### src/csSelectPkg.sv
`default_nettype none

package csSelectPkg;

  localparam int CsWordWidth  = 32;  // One microcode control word
  localparam int NumPatterns  = 24;  // Entries in the opcode table and in the store
  localparam int IndexWidth   = 5;   // Enough bits to address NumPatterns entries
  localparam int AxiAddrWidth = 8;   // Byte address on the host bus
  localparam int AxiDataWidth = 32;  // Host data matches the control word width

  localparam logic [1:0] RespOkay   = 2'b00;  // Normal completion
  localparam logic [1:0] RespSlvErr = 2'b10;  // Address beyond the store

  typedef logic [CsWordWidth-1:0] csWordT;
  typedef logic [IndexWidth-1:0]  opIndexT;

  // One opcode pattern as seen by the first decode stage
  typedef struct packed {
    logic [7:0] opByte;   // Opcode byte to compare
    logic [2:0] lowMask;  // Set bits are don't care for the +r forms
    logic       twoByte;  // Needs a 0F escape in B1 and compares B2
    logic       useReg;   // Compares the ModRM reg field in B2
    logic [2:0] regVal;   // Expected reg field when useReg is set
  } opPatternT;

  // Order matters because the lowest matching index wins
  localparam opPatternT PatternTable [NumPatterns] = '{
    '{8'h01, 3'b000, 1'b0, 1'b0, 3'd0},  // ADD r/m32, r32
    '{8'h03, 3'b000, 1'b0, 1'b0, 3'd0},  // ADD r32, r/m32
    '{8'h05, 3'b000, 1'b0, 1'b0, 3'd0},  // ADD EAX, imm32
    '{8'h80, 3'b000, 1'b0, 1'b1, 3'd0},  // ADD r/m8, imm8 as 80 /0
    '{8'h81, 3'b000, 1'b0, 1'b1, 3'd0},  // ADD r/m32, imm32 as 81 /0
    '{8'h83, 3'b000, 1'b0, 1'b1, 3'd0},  // ADD r/m32, imm8 as 83 /0
    '{8'h21, 3'b000, 1'b0, 1'b0, 3'd0},  // AND r/m32, r32
    '{8'h81, 3'b000, 1'b0, 1'b1, 3'd4},  // AND r/m32, imm32 as 81 /4
    '{8'h09, 3'b000, 1'b0, 1'b0, 3'd0},  // OR r/m32, r32
    '{8'h81, 3'b000, 1'b0, 1'b1, 3'd1},  // OR r/m32, imm32 as 81 /1
    '{8'hC0, 3'b000, 1'b0, 1'b0, 3'd0},  // SAL r/m8, imm8 which shadows the SAR entry
    '{8'hC0, 3'b000, 1'b0, 1'b0, 3'd0},  // SAR r/m8, imm8 never wins
    '{8'h89, 3'b000, 1'b0, 1'b0, 3'd0},  // MOV r/m32, r32
    '{8'h8B, 3'b000, 1'b0, 1'b0, 3'd0},  // MOV r32, r/m32
    '{8'hB8, 3'b111, 1'b0, 1'b0, 3'd0},  // MOV r32, imm32 for B8 to BF
    '{8'h50, 3'b111, 1'b0, 1'b0, 3'd0},  // PUSH r32 for 50 to 57
    '{8'h58, 3'b111, 1'b0, 1'b0, 3'd0},  // POP r32 for 58 to 5F
    '{8'hFF, 3'b000, 1'b0, 1'b1, 3'd6},  // PUSH r/m32 as FF /6
    '{8'hEB, 3'b000, 1'b0, 1'b0, 3'd0},  // JMP rel8
    '{8'hE9, 3'b000, 1'b0, 1'b0, 3'd0},  // JMP rel32
    '{8'h75, 3'b000, 1'b0, 1'b0, 3'd0},  // JNE rel8
    '{8'h85, 3'b000, 1'b1, 1'b0, 3'd0},  // JNE rel32 as 0F 85
    '{8'hE8, 3'b000, 1'b0, 1'b0, 3'd0},  // CALL rel32 near
    '{8'hC3, 3'b000, 1'b0, 1'b0, 3'd0}   // RET near
  };

endpackage

`default_nettype wire

### src/opcodeMatcher.sv
`timescale 1ns/1ps
`default_nettype none

module opcodeMatcher (
  input  logic [7:0]           b1,          // First instruction byte
  input  logic [7:0]           b2,          // Second byte or ModRM
  output csSelectPkg::opIndexT matchIndex,  // Lowest matching table entry
  output logic                 matchHit     // Any entry matched
);
  import csSelectPkg::*;

  logic [NumPatterns-1:0] patHit;  // One match flag per table entry

  for (genvar i = 0; i < NumPatterns; i++) begin : gPat
    localparam opPatternT Pat = PatternTable[i];

    logic [7:0] cmpByte;   // Byte that carries the opcode for this entry
    logic       byteOk;
    logic       prefixOk;
    logic       regOk;

    assign cmpByte  = Pat.twoByte ? b2 : b1;  // Escaped opcodes sit in B2
    assign prefixOk = !Pat.twoByte || (b1 == 8'h0F);  // Two-byte forms need the 0F escape
    // Masked low bits carry the register number of the +r forms
    assign byteOk   = ((cmpByte ^ Pat.opByte) & ~{5'b00000, Pat.lowMask}) == 8'h00;
    assign regOk    = !Pat.useReg || (b2[5:3] == Pat.regVal);  // ModRM reg field extension

    assign patHit[i] = prefixOk && byteOk && regOk;
  end

  // Priority encoder that walks downward so the lowest index is left standing
  always_comb begin
    matchIndex = '0;  // Index is a don't care on a miss
    for (int i = NumPatterns - 1; i >= 0; i--) begin
      if (patHit[i]) begin
        matchIndex = opIndexT'(i);
      end
    end
  end

  assign matchHit = |patHit;  // Miss when no entry fires

endmodule

`default_nettype wire

### src/controlStore.sv
`timescale 1ns/1ps
`default_nettype none

module controlStore (
  input  logic                 clk,
  input  logic                 arstN,
  input  logic                 wrEn,     // Host write strobe
  input  csSelectPkg::opIndexT wrIndex,  // Always inside the table when wrEn is high
  input  csSelectPkg::csWordT  wrWord,
  input  csSelectPkg::opIndexT rdIndex,  // Shared between decode and host reads
  output csSelectPkg::csWordT  rdWord    // Registered read data
);
  import csSelectPkg::*;

  csWordT mem [NumPatterns];  // One control word per opcode pattern

  // Store comes up all zeros so an unloaded entry decodes to a null word
  always_ff @(posedge clk or negedge arstN) begin
    if (!arstN) begin
      for (int i = 0; i < NumPatterns; i++) begin
        mem[i] <= '0;
      end
    end else if (wrEn) begin
      mem[wrIndex] <= wrWord;  // Whole word written regardless of strobes
    end
  end

  // One cycle read so a write in the same cycle leaves the old word on rdWord
  always_ff @(posedge clk) begin
    if (rdIndex < opIndexT'(NumPatterns)) begin
      rdWord <= mem[rdIndex];
    end else begin
      rdWord <= '0;  // Indices past the table read as zero
    end
  end

endmodule

`default_nettype wire

### src/csAxiCtrl.sv
`timescale 1ns/1ps
`default_nettype none

module csAxiCtrl (
  input  logic                                  clk,
  input  logic                                  arstN,
  input  logic                                  decValid,    // Decode request this cycle
  input  csSelectPkg::opIndexT                  matchIndex,  // From the opcode matcher
  input  logic                                  matchHit,
  input  csSelectPkg::csWordT                   rdWord,      // Store read data
  input  logic [csSelectPkg::AxiAddrWidth-1:0]  awaddr,
  input  logic                                  awvalid,
  output logic                                  awready,
  input  logic [csSelectPkg::AxiDataWidth-1:0]  wdata,
  input  logic [csSelectPkg::AxiDataWidth/8-1:0] wstrb,      // Accepted and not used
  input  logic                                  wvalid,
  output logic                                  wready,
  output logic [1:0]                            bresp,
  output logic                                  bvalid,
  input  logic                                  bready,
  input  logic [csSelectPkg::AxiAddrWidth-1:0]  araddr,
  input  logic                                  arvalid,
  output logic                                  arready,
  output logic [csSelectPkg::AxiDataWidth-1:0]  rdata,
  output logic [1:0]                            rresp,
  output logic                                  rvalid,
  input  logic                                  rready,
  output logic                                  wrEn,
  output csSelectPkg::opIndexT                  wrIndex,
  output csSelectPkg::csWordT                   wrWord,
  output csSelectPkg::opIndexT                  rdIndex,
  output logic                                  outValid,
  output logic                                  hit,
  output csSelectPkg::csWordT                   csWord
);
  import csSelectPkg::*;

  typedef enum logic [1:0] {WrIdle, WrAccept, WrResp} wrStateT;
  typedef enum logic [2:0] {RdIdle, RdAccept, RdPort, RdCapture, RdResp} rdStateT;

  wrStateT wrState;
  rdStateT rdState;
  logic    s1Valid;    // Decode stage 1 holds a request
  logic    s1Hit;
  opIndexT s1Index;    // Drives the store read port while s1Valid is high
  logic    s2Valid;    // Store word for stage 1 is on rdWord
  logic    s2Hit;
  opIndexT rdAddrIdx;  // Word index of the accepted host read
  logic    awInRange;
  logic    arInRange;

  // Word index is the byte address without its two low bits
  assign awInRange = int'(awaddr[AxiAddrWidth-1:2]) < NumPatterns;
  assign arInRange = int'(araddr[AxiAddrWidth-1:2]) < NumPatterns;

  // Decode pipeline with no back-pressure
  always_ff @(posedge clk or negedge arstN) begin
    if (!arstN) begin
      s1Valid <= 1'b0;
      s1Hit   <= 1'b0;
      s2Valid <= 1'b0;
      s2Hit   <= 1'b0;
    end else begin
      s1Valid <= decValid;
      s1Hit   <= decValid && matchHit;  // Hit only travels with a live request
      s2Valid <= s1Valid;
      s2Hit   <= s1Hit;
    end
  end

  always_ff @(posedge clk) begin
    s1Index <= matchIndex;
  end

  assign outValid = s2Valid;
  assign hit      = s2Hit;
  assign csWord   = s2Hit ? rdWord : '0;  // Miss yields an all zero word

  // Decode owns the read port and the host read waits for a free cycle
  assign rdIndex = s1Valid ? s1Index : rdAddrIdx;

  // Write path takes address and data together and answers one cycle later
  always_ff @(posedge clk or negedge arstN) begin
    if (!arstN) begin
      wrState <= WrIdle;
    end else begin
      case (wrState)
        WrIdle: begin
          if (awvalid && wvalid) begin
            wrState <= WrAccept;
          end
        end
        WrAccept: wrState <= WrResp;  // Both valids are held so the handshake completes here
        WrResp: begin
          if (bready) begin
            wrState <= WrIdle;
          end
        end
        default: wrState <= WrIdle;
      endcase
    end
  end

  assign awready = wrState == WrAccept;
  assign wready  = wrState == WrAccept;
  assign bvalid  = wrState == WrResp;
  assign wrEn    = (wrState == WrAccept) && awInRange;  // Out of range writes are dropped
  assign wrIndex = awaddr[2 +: IndexWidth];
  assign wrWord  = wdata;

  // Read path with a variable wait for the shared store port
  always_ff @(posedge clk or negedge arstN) begin
    if (!arstN) begin
      rdState <= RdIdle;
    end else begin
      case (rdState)
        RdIdle: begin
          if (arvalid) begin
            rdState <= RdAccept;
          end
        end
        RdAccept: begin
          if (arvalid) begin
            rdState <= arInRange ? RdPort : RdResp;  // Bad address skips the store
          end
        end
        RdPort: begin
          if (!s1Valid) begin
            rdState <= RdCapture;  // Port is ours in this cycle
          end
        end
        RdCapture: rdState <= RdResp;
        RdResp: begin
          if (rready) begin
            rdState <= RdIdle;
          end
        end
        default: rdState <= RdIdle;
      endcase
    end
  end

  assign arready = rdState == RdAccept;
  assign rvalid  = rdState == RdResp;

  // Response payloads stay put while the host holds off
  always_ff @(posedge clk) begin
    if (rdState == RdAccept) begin
      rdAddrIdx <= araddr[2 +: IndexWidth];
      rdata     <= '0;  // Stays zero for an SLVERR read
      rresp     <= arInRange ? RespOkay : RespSlvErr;
    end
    if (rdState == RdCapture) begin
      rdata <= rdWord;  // Word fetched in the RdPort cycle
    end
    if (wrState == WrAccept) begin
      bresp <= awInRange ? RespOkay : RespSlvErr;
    end
  end

endmodule

`default_nettype wire

### src/csSelect.sv
`timescale 1ns/1ps
`default_nettype none

module csSelect (
  input  logic                                   clk,
  input  logic                                   arstN,
  input  logic                                   decValid,  // One decode request per cycle at most
  input  logic [7:0]                             b1,
  input  logic [7:0]                             b2,
  output logic                                   outValid,  // Two cycles after decValid
  output logic                                   hit,
  output csSelectPkg::csWordT                    csWord,
  input  logic [csSelectPkg::AxiAddrWidth-1:0]   awaddr,
  input  logic                                   awvalid,
  output logic                                   awready,
  input  logic [csSelectPkg::AxiDataWidth-1:0]   wdata,
  input  logic [csSelectPkg::AxiDataWidth/8-1:0] wstrb,
  input  logic                                   wvalid,
  output logic                                   wready,
  output logic [1:0]                             bresp,
  output logic                                   bvalid,
  input  logic                                   bready,
  input  logic [csSelectPkg::AxiAddrWidth-1:0]   araddr,
  input  logic                                   arvalid,
  output logic                                   arready,
  output logic [csSelectPkg::AxiDataWidth-1:0]   rdata,
  output logic [1:0]                             rresp,
  output logic                                   rvalid,
  input  logic                                   rready
);
  import csSelectPkg::*;

  opIndexT matchIndex;  // Combinational matcher result
  logic    matchHit;
  logic    wrEn;        // Host write into the store
  opIndexT wrIndex;
  csWordT  wrWord;
  opIndexT rdIndex;     // Shared read port address
  csWordT  rdWord;

  opcodeMatcher opcodeMatcher_i (
    .b1         (b1),
    .b2         (b2),
    .matchIndex (matchIndex),
    .matchHit   (matchHit)
  );

  controlStore controlStore_i (
    .clk     (clk),
    .arstN   (arstN),
    .wrEn    (wrEn),
    .wrIndex (wrIndex),
    .wrWord  (wrWord),
    .rdIndex (rdIndex),
    .rdWord  (rdWord)
  );

  csAxiCtrl csAxiCtrl_i (
    .clk        (clk),
    .arstN      (arstN),
    .decValid   (decValid),
    .matchIndex (matchIndex),
    .matchHit   (matchHit),
    .rdWord     (rdWord),
    .awaddr     (awaddr),
    .awvalid    (awvalid),
    .awready    (awready),
    .wdata      (wdata),
    .wstrb      (wstrb),
    .wvalid     (wvalid),
    .wready     (wready),
    .bresp      (bresp),
    .bvalid     (bvalid),
    .bready     (bready),
    .araddr     (araddr),
    .arvalid    (arvalid),
    .arready    (arready),
    .rdata      (rdata),
    .rresp      (rresp),
    .rvalid     (rvalid),
    .rready     (rready),
    .wrEn       (wrEn),
    .wrIndex    (wrIndex),
    .wrWord     (wrWord),
    .rdIndex    (rdIndex),
    .outValid   (outValid),
    .hit        (hit),
    .csWord     (csWord)
  );

endmodule

`default_nettype wire

### config.mk
export PLATFORM = sky130hd
export DESIGN_NAME = csSelect
export DESIGN_NICKNAME = d
export VERILOG_FILES = /design/src/csSelectPkg.sv /design/src/opcodeMatcher.sv /design/src/controlStore.sv /design/src/csAxiCtrl.sv /design/src/csSelect.sv
export SDC_FILE = /design/constraint.sdc
export NUM_CORES = 1
export LEC_CHECK = 0
export ABC_AREA = 1
export BUFFER_PORTS_ARGS = -buffer_cell sky130_fd_sc_hd__buf_2
export CORE_MARGIN = 2
export CORE_UTILIZATION = 46
export CTS_CLUSTER_DIAMETER = 150
export DETAILED_ROUTE_END_ITERATION = 8
export PLACE_DENSITY = 0.74
export RECOVER_POWER = 50
export SKIP_CTS_REPAIR_TIMING = 1
export SYNTH_ARGS = -nofsm -noshare
export SYNTH_HDL_FRONTEND = slang
export SYNTH_SLANG_ARGS = --single-unit
### constraint.sdc
create_clock -name clk -period 2.8 [get_ports clk]
set_input_delay 0.56 -clock clk [delete_from_list [all_inputs] [get_ports clk]]
set_output_delay 0.56 -clock clk [all_outputs]
set_load 0.05 [all_outputs]
==> flow_summary.json <==
{
  "p_sw_mw": 10.5,
  "total_power_mw": 33.0,
  "row_count": 105,
  "grt_pass1_wl_mm": 167,
  "critPathTopFamily": "buffers and inverters",
  "critPathBufInv": 3,
  "routedWlPerCell_um": 18.9,
  "ys_ff_latch": 853,
  "gp_congestion": 0.889,
  "max-slew-margin-rel_pct": -5.81,
  "async_flop_share_pct": 91.1,
  "endpoint": "controlStore_i.mem[749]$_DFFE_PN0P_",
  "criticalPathCategory": "flop to flop",
  "status": "finished with violations",
  "crit_slowest_cell": "buf_2",
  "leakage_nw": 19.5,
  "cts_buffers": 82,
  "drtAntennaViolNets": 0,
  "critPathArrivalTime_ns": 2.93,
  "cap_violations": 2,
  "failed_checks": "max-capacitance violations, max-slew violations",
  "critPathLaunchType": "flop",
  "rsz0062_at_grt": "no",
  "cts_tree": "built",
  "swShare_pct": 31.7,
  "slew_viol_final": 130,
  "pwr-share-comb_pct": 22.1,
  "grtUsageTotal_pct": 24.8,
  "cp.depth": 6,
  "p_int_mw": 22.5,
  "fmax_mhz": 400,
  "final-hold-violation-count": 0,
  "dpl_cell_area_um2": 40000,
  "die_h_um": 290,
  "crit_path_end_kind": "flop",
  "initial_utilization_pct": 46.2,
  "fp.dieW_um": 290,
  "setup_viol": 0,
  "via_count": 31400,
  "clock-sinks": 853,
  "path_max_fanout": 64,
  "r2r_cells": 6,
  "drt_iter0_markers": 3076,
  "synth_common_cells": "1043 x o21ai_0, 997 x nand2_1, 777 x dfrtp_1",
  "ctsHtreeMaxLevel": 3,
  "worstPathRequired_ns": 3.23,
  "placedCellCount": 5389,
  "die-area_um2": 84300,
  "fin_setup_tns_ns": 0,
  "reg2reg_slack_ns": 0.30,
  "wl_mm": 105,
  "grt_max_degree": 114,
  "ys_types": 30,
  "power.density_nw_per_um2": 774,
  "startpoint": "csAxiCtrl_i.wrState[0]$_DFFE_PN0P_",
  "post-dp-hpwl_mm": 57.6,
  "grt-ovfl-total": 0,
  "hp-class": "input pin to flop",
  "core_area_um2": 81600,
  "finClkSkew_ns": 0.0172,
  "antenna_found_initial": 1,
  "layout.nets": 4480,
  "cts-root-buf": "clkbuf_16",
  "yosysMostFrequentCell": "o21ai_0",
  "io_pins": 151,
  "pwr-share-seq_pct": 43.0,
  "clkTransAtPathRegs_ns": 0.06,
  "final_cells": 5539,
  "io_buffers": 140,
  "drt_pass1_iterations": 6,
  "period_share_pct": 89.2,
  "drc_errors": 0,
  "cp_cell_sequence": "inv_1 > nor3_1 > clkbuf_1 > nand4_1 > buf_2 > o21ai_0",
  "yosys.area.top_type_share_pct": 51.6,
  "yosysTopAreaCell": "dfrtp_1",
  "yosys_warnings": 0,
  "clockBufferDepth": 3,
  "antenna_cells": 0,
  "worst_pin_slew_ns": 1.59,
  "synthToLayoutAreaGrowth_pct": 13.1,
  "insertion_delay_ns": 0.64,
  "slowest_delay_ns": 1.17,
  "synth_edf_count": 39,
  "syn_area_per_cell_um2": 8.51,
  "via_per_inst": 5.67,
  "layout-drive-gt1-share_pct": 10.4,
  "clock_power_share_pct": 34.9,
  "final_core_util_pct": 52.3,
  "synth.area.top_cells": "dfrtp_1 52%, o21ai_0 14%, nand2_1 9.9%, o211ai_1 5.4%, clkbuf_1 3.4%",
  "rr_endpoint": "controlStore_i.mem[749]$_DFFE_PN0P_",
  "ir_drop_mv": 0.474,
  "netlist_area_um2": 37700,
  "period_needed_ns": 2.50,
  "syn_inst": 4433,
  "synth_ff_type": "dfrtp_1",
  "stdcell_area_um2": 42600,
  "nFillCells": 7363,
  "ys_seq_area_share_pct": 56.6,
  "worstReg2RegStart": "csAxiCtrl_i.wrState[0]$_DFFE_PN0P_",
  "grt_pass1_vias": 29900
}
flip-flops by register name, summed over array words and instances (netlist names):
register	count
csAxiCtrl_i.bresp	1
controlStore_i.mem	768
csAxiCtrl_i.s1Valid	1
controlStore_i.rdWord	32
csAxiCtrl_i.rresp	1
csAxiCtrl_i.outValid	1
csAxiCtrl_i.rdata	32
csAxiCtrl_i.s1Index	5
csAxiCtrl_i.s1Hit	1
csAxiCtrl_i.rdAddrIdx	5
csAxiCtrl_i.rdState	3
csAxiCtrl_i.hit	1
csAxiCtrl_i.wrState	2
placed cells by master, fill, tap and decap left out, drive strengths merged, types with 2 or more instances in the layout:
| cell type | n |
|---|---|
| conb | 2 |
| nor3 | 20 |
| bufinv | 7 |
| a21oi | 67 |
| inv | 244 |
| a31oi | 2 |
| dfxtp | 37 |
| and3 | 2 |
| clkbuf | 159 |
| nand4 | 15 |
| edfxtp | 39 |
| nor2 | 329 |
| buf | 227 |
| dfrtp | 777 |
| o21bai | 2 |
| nand2 | 997 |
| o211ai | 272 |
| nand3 | 130 |
| clkinv | 14 |
| o21ai | 1057 |
| or2 | 65 |
kinds of logic (layout without fill, tap and decap cells):
group	after synthesis	count (layout)	share of synthesized area (%)
buffers and inverters	617	652	6.21
AND/OR/NAND/NOR	1558	1558	16.7
AO/OA/AOI/OAI	1403	1403	20.5
multiplexers	1	1	0.0265
other	1	2	0.00994
flip-flops	853	853	56.6
how the worst min path moves through the flow:
stage,start,to,slack (ns),depth (start not counted)
finish,decValid,csAxiCtrl_i.s1Valid$_DFF_PN0_,0.05,1
global placement,csAxiCtrl_i.s1Hit$_DFF_PN0_,csAxiCtrl_i.hit$_DFF_PN0_,0.34,0
global route,decValid,csAxiCtrl_i.s1Valid$_DFF_PN0_,0.07,1
detailed placement,csAxiCtrl_i.s1Hit$_DFF_PN0_,csAxiCtrl_i.hit$_DFF_PN0_,0.34,0
CTS,arstN,controlStore_i.mem[335]$_DFFE_PN0P_,-0.16,1
floorplan,arstN,controlStore_i.mem[0]$_DFFE_PN0P_,0.26,0
power by group through the flow:
stage / Clock, mW / Sequential (mW) / Combinational (mW)
finish: 11.5 / 14.2 / 7.29
global route: 12.1 / 14.3 / 8.00
CTS: 11.6 / 14.2 / 7.29
detailed placement: 0 / 14.4 / 7.26
global placement: 0 / 14.4 / 7.17
floorplan: 0 / 14.9 / 4.12
metal layers:
layer	GRT usage (%)	share of wire (%)	vias to the layer above
met5	0	0	-
met4	8.59	3.0	0
met3	3.55	6.9	206
met2	41.8	48	1152
met1	32.9	42	15300
li1	-	-	14700
layout make-up:
class	count	area, um^2	area share [%]
clock inverters	24	314	0.736
well taps	1070	1340	3.14
multi-input cells	2964	14100	33.1
clock buffers	125	2480	5.81
inverters	241	917	2.15
repair buffers	262	2120	4.96
flip-flops and latches	853	21400	50.1
stage by stage:
step / hold slack [ns] / worst slack [ns]
2_1_floorplan: 0.264 / 0.161
3_3_place_gp: 0.335 / 0.487
3_5_place_dp: 0.344 / 0.382
4_1_cts: -0.157 / 0.321
5_1_grt: 0.0676 / 0.142
6_report: 0.0533 / 0.302
Power figures use the tool's default switching activity.
